--- config.mk ---
export PLATFORM = sky130hd
export DESIGN_NAME = icache_top
export DESIGN_NICKNAME = d
export VERILOG_FILES = /design/src/icache_pkg.sv /design/src/icache_fill_ctrl.sv /design/src/icache_tag_store.sv /design/src/icache_data_store.sv /design/src/icache_top.sv
export VERILOG_INCLUDE_DIRS = /design/src /design/src/include
export SDC_FILE = /design/constraint.sdc
export NUM_CORES = 2
export LEC_CHECK = 0
export BUFFER_PORTS_ARGS = -buffer_cell sky130_fd_sc_hd__buf_2
export CAP_MARGIN = 20
export CORE_ASPECT_RATIO = 1.2
export CORE_MARGIN = 5
export CORE_UTILIZATION = 36
export CTS_CLUSTER_SIZE = 14
export DETAILED_ROUTE_END_ITERATION = 6
export PLACE_DENSITY_LB_ADDON = 0.1
export SYNTH_ARGS = -nofsm -noshare
export SYNTH_HDL_FRONTEND = slang
export SYNTH_HIERARCHICAL = 1
export SYNTH_SLANG_ARGS = --single-unit
--- constraint.sdc ---
create_clock -name clk -period 16.9 [get_ports clk]
set_clock_uncertainty 0.1 [all_clocks]
set_input_delay 0.845 -clock clk [delete_from_list [all_inputs] [get_ports clk]]
set_output_delay 0.845 -clock clk [all_outputs]
set_load 0.005 [all_outputs]
--- src/include/icache_consts.svh ---
`ifndef ICACHE_CONSTS_SVH
`define ICACHE_CONSTS_SVH

// Width of a fetch byte address
`define ICACHE_ADDR_BITS 32

// Width of one instruction word
`define ICACHE_WORD_BITS 32

// Byte select inside a word, dropped by the cache
`define ICACHE_BYTE_BITS 2

// Words in one line, 16 bytes
`define ICACHE_LINE_WORDS 4

// Word index inside a line
`define ICACHE_WORD_OFFSET_BITS 2

// Line index, 16 lines in the direct-mapped array
`define ICACHE_INDEX_BITS 4

// Number of lines follows from the index width
`define ICACHE_LINES (1 << `ICACHE_INDEX_BITS)

// The tag is what is left of the address above index and offsets, 24 bits
`define ICACHE_TAG_BITS \
	(`ICACHE_ADDR_BITS - `ICACHE_INDEX_BITS - `ICACHE_WORD_OFFSET_BITS - `ICACHE_BYTE_BITS)

`endif

--- src/icache_pkg.sv ---
`default_nettype none

`include "icache_consts.svh"

package icache_pkg;

	// Fetch byte address from the CPU
	typedef logic [`ICACHE_ADDR_BITS-1:0] addr_t;

	// One instruction word
	typedef logic [`ICACHE_WORD_BITS-1:0] word_t;

	typedef logic [`ICACHE_TAG_BITS-1:0] tag_t;

	typedef logic [`ICACHE_INDEX_BITS-1:0] index_t;

	typedef logic [`ICACHE_WORD_OFFSET_BITS-1:0] word_offset_t;

	// A whole line with word 0 in the low bits
	typedef logic [`ICACHE_LINE_WORDS*`ICACHE_WORD_BITS-1:0] line_t;

	// One bit wider than a word offset so it can hold the full line count
	typedef logic [`ICACHE_WORD_OFFSET_BITS:0] beat_count_t;

	// Fill controller states
	typedef enum logic {
		fill_idle,
		fill_read_mem
	} fill_state_t;

	// Decoded view of a fetch address, tag in the top bits
	typedef struct packed {
		tag_t                         tag;
		index_t                       index;
		word_offset_t                 word_offset;
		logic [`ICACHE_BYTE_BITS-1:0] byte_sel;
	} fetch_addr_t;

endpackage

`default_nettype wire

--- src/icache_fill_ctrl.sv ---
`timescale 1ns/1ps
`default_nettype none

`include "icache_consts.svh"

module icache_fill_ctrl (
	input  logic                    clk,
	input  logic                    reset,
	input  logic                    hit,
	input  logic                    cpu_req,
	input  icache_pkg::fetch_addr_t fetch,
	input  logic                    mem_addr_ok,
	input  logic                    mem_data_ok,
	input  icache_pkg::word_t       mem_rdata,
	output logic                    mem_req,
	output icache_pkg::addr_t       mem_addr,
	output icache_pkg::line_t       fill_line,
	output logic                    fill_done,
	output logic                    busy
);

	import icache_pkg::*;

	fill_state_t  state;
	beat_count_t  beat_count;
	word_offset_t beat_slot;
	fetch_addr_t  line_base;
	logic         start_fill;
	logic         line_full;
	logic         take_beat;

	// A fetch that misses while idle opens a line fill
	assign start_fill = (state == fill_idle) && cpu_req && !hit;

	// All words of the line have arrived
	assign line_full = (beat_count == beat_count_t'(`ICACHE_LINE_WORDS));

	assign take_beat = (state == fill_read_mem) && mem_data_ok && !line_full;

	assign beat_slot = beat_count[`ICACHE_WORD_OFFSET_BITS-1:0];

	// Memory is asked for the whole line starting at word 0
	always_comb begin
		line_base = fetch;
		line_base.word_offset = '0;
		line_base.byte_sel = '0;
	end

	always_ff @(posedge clk) begin
		if (reset) begin
			state <= fill_idle;
		end else begin
			case (state)
				fill_idle: begin
					if (start_fill) begin
						state <= fill_read_mem;
					end
				end
				fill_read_mem: begin
					// Stay one more cycle after the last beat so fill_done can be seen
					if (line_full) begin
						state <= fill_idle;
					end
				end
				default: begin
					state <= fill_idle;
				end
			endcase
		end
	end

	// The request level holds until the memory takes the address
	always_ff @(posedge clk) begin
		if (reset) begin
			mem_req <= 1'b0;
		end else if (start_fill) begin
			mem_req <= 1'b1;
		end else if (mem_req && mem_addr_ok) begin
			mem_req <= 1'b0;
		end
	end

	always_ff @(posedge clk) begin
		if (start_fill) begin
			mem_addr <= addr_t'(line_base);
		end
	end

	// Beat counter, held at zero whenever the controller is idle
	always_ff @(posedge clk) begin
		if (reset || state == fill_idle) begin
			beat_count <= '0;
		end else if (take_beat) begin
			beat_count <= beat_count + 1'b1;
		end
	end

	// Each returning word goes to its own slot of the line buffer
	always_ff @(posedge clk) begin
		if (take_beat) begin
			fill_line[beat_slot*`ICACHE_WORD_BITS +: `ICACHE_WORD_BITS] <= mem_rdata;
		end
	end

	assign fill_done = (state == fill_read_mem) && line_full;
	assign busy = (state == fill_read_mem);

endmodule

`default_nettype wire

--- src/icache_tag_store.sv ---
`timescale 1ns/1ps
`default_nettype none

`include "icache_consts.svh"

module icache_tag_store (
	input  logic                    clk,
	input  logic                    reset,
	input  icache_pkg::fetch_addr_t fetch,
	input  logic                    fill_done,
	output logic                    hit
);

	import icache_pkg::*;

	// One valid bit and one tag per line
	logic [`ICACHE_LINES-1:0] valid;
	tag_t                     tags [`ICACHE_LINES];

	tag_t stored_tag;
	logic line_valid;
	logic tag_match;

	// Lookup at the index of the current fetch
	assign stored_tag = tags[fetch.index];
	assign line_valid = valid[fetch.index];

	assign tag_match = (stored_tag == fetch.tag);

	// Combinational so the controller can react in the same cycle
	assign hit = line_valid && tag_match;

	// Valid bits start clear, every line begins as a miss
	always_ff @(posedge clk) begin
		if (reset) begin
			valid <= '0;
		end else if (fill_done) begin
			valid[fetch.index] <= 1'b1;
		end
	end

	// The fetch address is held through the fill, so its index and tag are
	// still the ones that started it
	always_ff @(posedge clk) begin
		if (fill_done) begin
			tags[fetch.index] <= fetch.tag;
		end
	end

endmodule

`default_nettype wire

--- src/icache_data_store.sv ---
`timescale 1ns/1ps
`default_nettype none

`include "icache_consts.svh"

module icache_data_store (
	input  logic                    clk,
	input  logic                    reset,
	input  icache_pkg::fetch_addr_t fetch,
	input  logic                    cpu_req,
	input  logic                    hit,
	input  logic                    busy,
	input  logic                    fill_done,
	input  icache_pkg::line_t       fill_line,
	output icache_pkg::word_t       cpu_rdata,
	output logic                    cpu_data_ok
);

	import icache_pkg::*;

	line_t lines [`ICACHE_LINES];

	line_t read_line;
	word_t read_word;
	logic  issued;
	logic  serve;

	// Word select from the line at the fetch index
	assign read_line = lines[fetch.index];
	assign read_word = read_line[fetch.word_offset*`ICACHE_WORD_BITS +: `ICACHE_WORD_BITS];

	// A request is answered once, and never while a fill is running
	assign serve = cpu_req && hit && !busy && !issued;

	// Whole line written at once when the fill completes
	always_ff @(posedge clk) begin
		if (fill_done) begin
			lines[fetch.index] <= fill_line;
		end
	end

	// Re-armed only when the CPU drops its request
	always_ff @(posedge clk) begin
		if (reset || !cpu_req) begin
			issued <= 1'b0;
		end else if (serve) begin
			issued <= 1'b1;
		end
	end

	always_ff @(posedge clk) begin
		if (reset) begin
			cpu_data_ok <= 1'b0;
		end else begin
			cpu_data_ok <= serve;
		end
	end

	always_ff @(posedge clk) begin
		if (serve) begin
			cpu_rdata <= read_word;
		end
	end

endmodule

`default_nettype wire

--- src/icache_top.sv ---
`timescale 1ns/1ps
`default_nettype none

module icache_top (
	input  logic              clk,
	input  logic              reset,
	input  logic              cpu_req,
	input  icache_pkg::addr_t cpu_addr,
	output icache_pkg::word_t cpu_rdata,
	output logic              cpu_data_ok,
	output logic              mem_req,
	output icache_pkg::addr_t mem_addr,
	input  logic              mem_addr_ok,
	input  logic              mem_data_ok,
	input  icache_pkg::word_t mem_rdata
);

	import icache_pkg::*;

	fetch_addr_t fetch;
	logic        hit;
	logic        busy;
	logic        fill_done;
	line_t       fill_line;

	// Split the fetch address into tag, index and offsets
	assign fetch = fetch_addr_t'(cpu_addr);

	// Miss handling and the memory side
	icache_fill_ctrl fill_ctrl0 (
		.clk         (clk),
		.reset       (reset),
		.hit         (hit),
		.cpu_req     (cpu_req),
		.fetch       (fetch),
		.mem_addr_ok (mem_addr_ok),
		.mem_data_ok (mem_data_ok),
		.mem_rdata   (mem_rdata),
		.mem_req     (mem_req),
		.mem_addr    (mem_addr),
		.fill_line   (fill_line),
		.fill_done   (fill_done),
		.busy        (busy)
	);

	icache_tag_store tag_store0 (
		.clk       (clk),
		.reset     (reset),
		.fetch     (fetch),
		.fill_done (fill_done),
		.hit       (hit)
	);

	// Line storage and the CPU answer
	icache_data_store data_store0 (
		.clk         (clk),
		.reset       (reset),
		.fetch       (fetch),
		.cpu_req     (cpu_req),
		.hit         (hit),
		.busy        (busy),
		.fill_done   (fill_done),
		.fill_line   (fill_line),
		.cpu_rdata   (cpu_rdata),
		.cpu_data_ok (cpu_data_ok)
	);

endmodule

`default_nettype wire

==> results.txt <==
Outcome: complete, no violations
Final Util: 41.2%
First drt pass iteration count: 5
Total GRT Usage: 19.5%
Power Density: 117 nW/um^2
Initial core utilization: 36.2%
Setup-failing EPs final: 0
Fillcell total: 24400
Seq cells post-synth: 2643
Slew @ Worst Pin: 1130 ps
Hold Path Class: primary input to flip-flop
I/O Pins: 135
Reg2Reg Setup Slack: 12010 ps
Post-Place Worst Slack: 9220 ps
Netlist cell types: 74
Slew headroom: 24.5%
Ranking of synthesized cells by area: edfxtp_1 (78%), mux4_2 (11%), mux2i_1 (3.0%), and2_1 (0.85%), o221ai_1 (0.78%)
Routed length per instance: 33.0 um
Ratio of cells with drive above 1 in the final layout: 24.1%
Vias in the first global route: 50900
Worst r2r src: fill_ctrl0/beat_count[0]
Pins Over Slew Limit: 0
IO buf count: 128
RSZ-0062 raised after global routing: no
CTS-repair resized insts: 0
Detailed-route wire length: 287000 um
Die X: 493 um
Seq. cell area: 79100 um^2
Worst path arrival time: 6930 ps
Syn Std Cell Area: 101000 um^2
Die area: 291000 um^2
Largest net degree at the start of global routing: 103
Met3 Wirelength: 14500 um
Final Power: 0.0135 W
Placer Congestion: 0.700
F_max: 154 MHz
Reg2reg end: data_store0/lines[11][82]
Top-count cell post-synth: edfxtp_1
Vias: 48000
Post-Syn Instances: 4562
Number of flops mapped to enable cells by yosys: 2620
Post-CTS setup buffers: 0
CTS tree: yes
Fin crit share: 38.4%
Clock Path Buffers: 4
# rows: 212
M1 WL: 122000 um
Top cells by count, synth: edfxtp_1 (2620), mux4_2 (484), mux2i_1 (307)
Fraction of registers with async set/reset: 0%
Crit Path Max Fanout: 81
Top cell type's share of synthesized area: 78.1%
Yosys top cell by area: edfxtp_1
Clock transition at path regs: 60 ps
ANT nets after route: 0
Root Driver: clkbuf_16
DR vias/cell: 5.52
# clock sinks: 2643
Register area share after synthesis: 78.5%
Worst endpoint required time: 17340 ps
DR iter-0 viols: 4174
Syn-to-layout area delta: 13.8%
Startpoint Class: primary input
Worst reg-to-reg path cell count: 7
Worst setup EP type: flip-flop
Hold path start: cpu_req
Total CTS buffers: 284
Worst Setup Slack, final: 10410 ps
Met2 wire len: 146000 um
Top_reg_cell synth: edfxtp_1
Max-cap violations: 0
Residual DRC: 0
Core box area: 278000 um^2
Setup Crit Path Kind: primary input to flip-flop
# hold bufs at CTS: 0
Hold path depth: 3
LEAKAGE: 37.8 nW
Detail Placement HPWL: 142000 um
GRT overflow: 0
Post-Syn Area per Cell: 22.1 um^2
Tmin final: 6490 ps
Area of the multi-input gates: 20500 um^2
First-pass GRT wire length: 402000 um
Highest routed layer: met5
Hold Crit Endpoint: data_store0/issued
Die height: 590 um
VDD IR-drop max: 0.0000820 V
Initial antenna violation count: 40
Yosys warnings: 6
Final hold vios: 0
Clk_lat worst skew: 840 ps
H-tree depth: 5
Final net count: 4930
Sum Neg Setup Slack: 0 ps
==> power by group <==
group	switching [W]	internal [W]
registers	0.0000144	0.00714
clock network	0.00250	0.00336
logic	0.000284	0.000154
==> worst max path at each step <==
stage / startpoint / end / slack (ps) / cells past startpoint
final: cpu_addr[4] / data_store0/cpu_rdata[25] / 10410 / 11
after global routing: cpu_addr[4] / data_store0/cpu_rdata[25] / 9820 / 11
after CTS: cpu_addr[4] / data_store0/cpu_rdata[25] / 10140 / 11
after floorplan: cpu_addr[4] / data_store0/lines[0][0] / 5220 / 7
after global placement: cpu_addr[4] / data_store0/cpu_rdata[25] / 9190 / 11
after detailed placement: cpu_addr[4] / data_store0/cpu_rdata[25] / 9220 / 11
==> registers in the layout, indices dropped and copies added, names as in the netlist <==
register,cells
data_store0/cpu_data_ok,1
data_store0/cpu_rdata,32
data_store0/issued,1
data_store0/lines,2048
fill_ctrl0/beat_count,3
fill_ctrl0/busy,1
fill_ctrl0/fill_line,128
fill_ctrl0/mem_addr,28
fill_ctrl0/mem_req,1
tag_store0/tags,384
tag_store0/valid,16
==> metal layers <==
| metal | up-vias | GRT usage, % |
|---|---|---|
| li1 | 19900 | - |
| met2 | 1246 | 33.8 |
| met1 | 26500 | 26.2 |
| met4 | 20 | 3.84 |
| met3 | 352 | 3.06 |
| met5 | - | 0 |
==> area by class of cell <==
class	instances	share of cell area, %
inverters	13	0.0437
multi-input cells	1655	17.9
clock inverters	115	0.741
well taps	3638	3.97
repair buffers	258	1.65
clock buffers	374	6.67
flip-flops and latches	2643	69.0
diodes	10	0.0218
==> logic make-up after synthesis <==
family	share of synthesized area, %
other	0.00372
AND/OR/NAND/NOR	1.79
XOR/XNOR	0.209
AO/OA/AOI/OAI	3.70
multiplexers	14.3
flip-flops	78.5
adder cells (fa/ha/maj)	0.0745
buffers and inverters	1.44
==> per-stage QoR <==
stage               cell area, um^2  hold slack (ps)  instances
floorplan                    101000              326       4565
global placement             106000              347       8203
detailed placement           106000              353       8206
CTS                          115000              126       8695
global route                 115000              178       8697
finish                       115000              205       8706
==> critical path, stage by stage <==
cell	delay [ps]
buf_12	430
buf_4	810
buf_4	800
buf_4	730
buf_4	720
buf_4	710
mux4_2	610
a22o_1	260
a2111oi_2	350
a21oi_1	160
o211a_1	360
==> cell usage in the layout (no fill, tap or decap), types with 32 or more instances in the layout <==
cell          n
o22ai_1      44
clkbuf_16   293
edfxtp_1   2620
buf_4       115
clkbuf_1     80
buf_2       122
a22o_1       38
mux2_2       32
a21oi_1      96
mux2i_1     307
o221ai_1     90
mux4_2      484
clkinv_1     57
clkinv_2     40
and2_1      135
o21ai_0      34
nor2_1       44
a22oi_1      43
No activity file was read; power rests on OpenSTA's default activity.
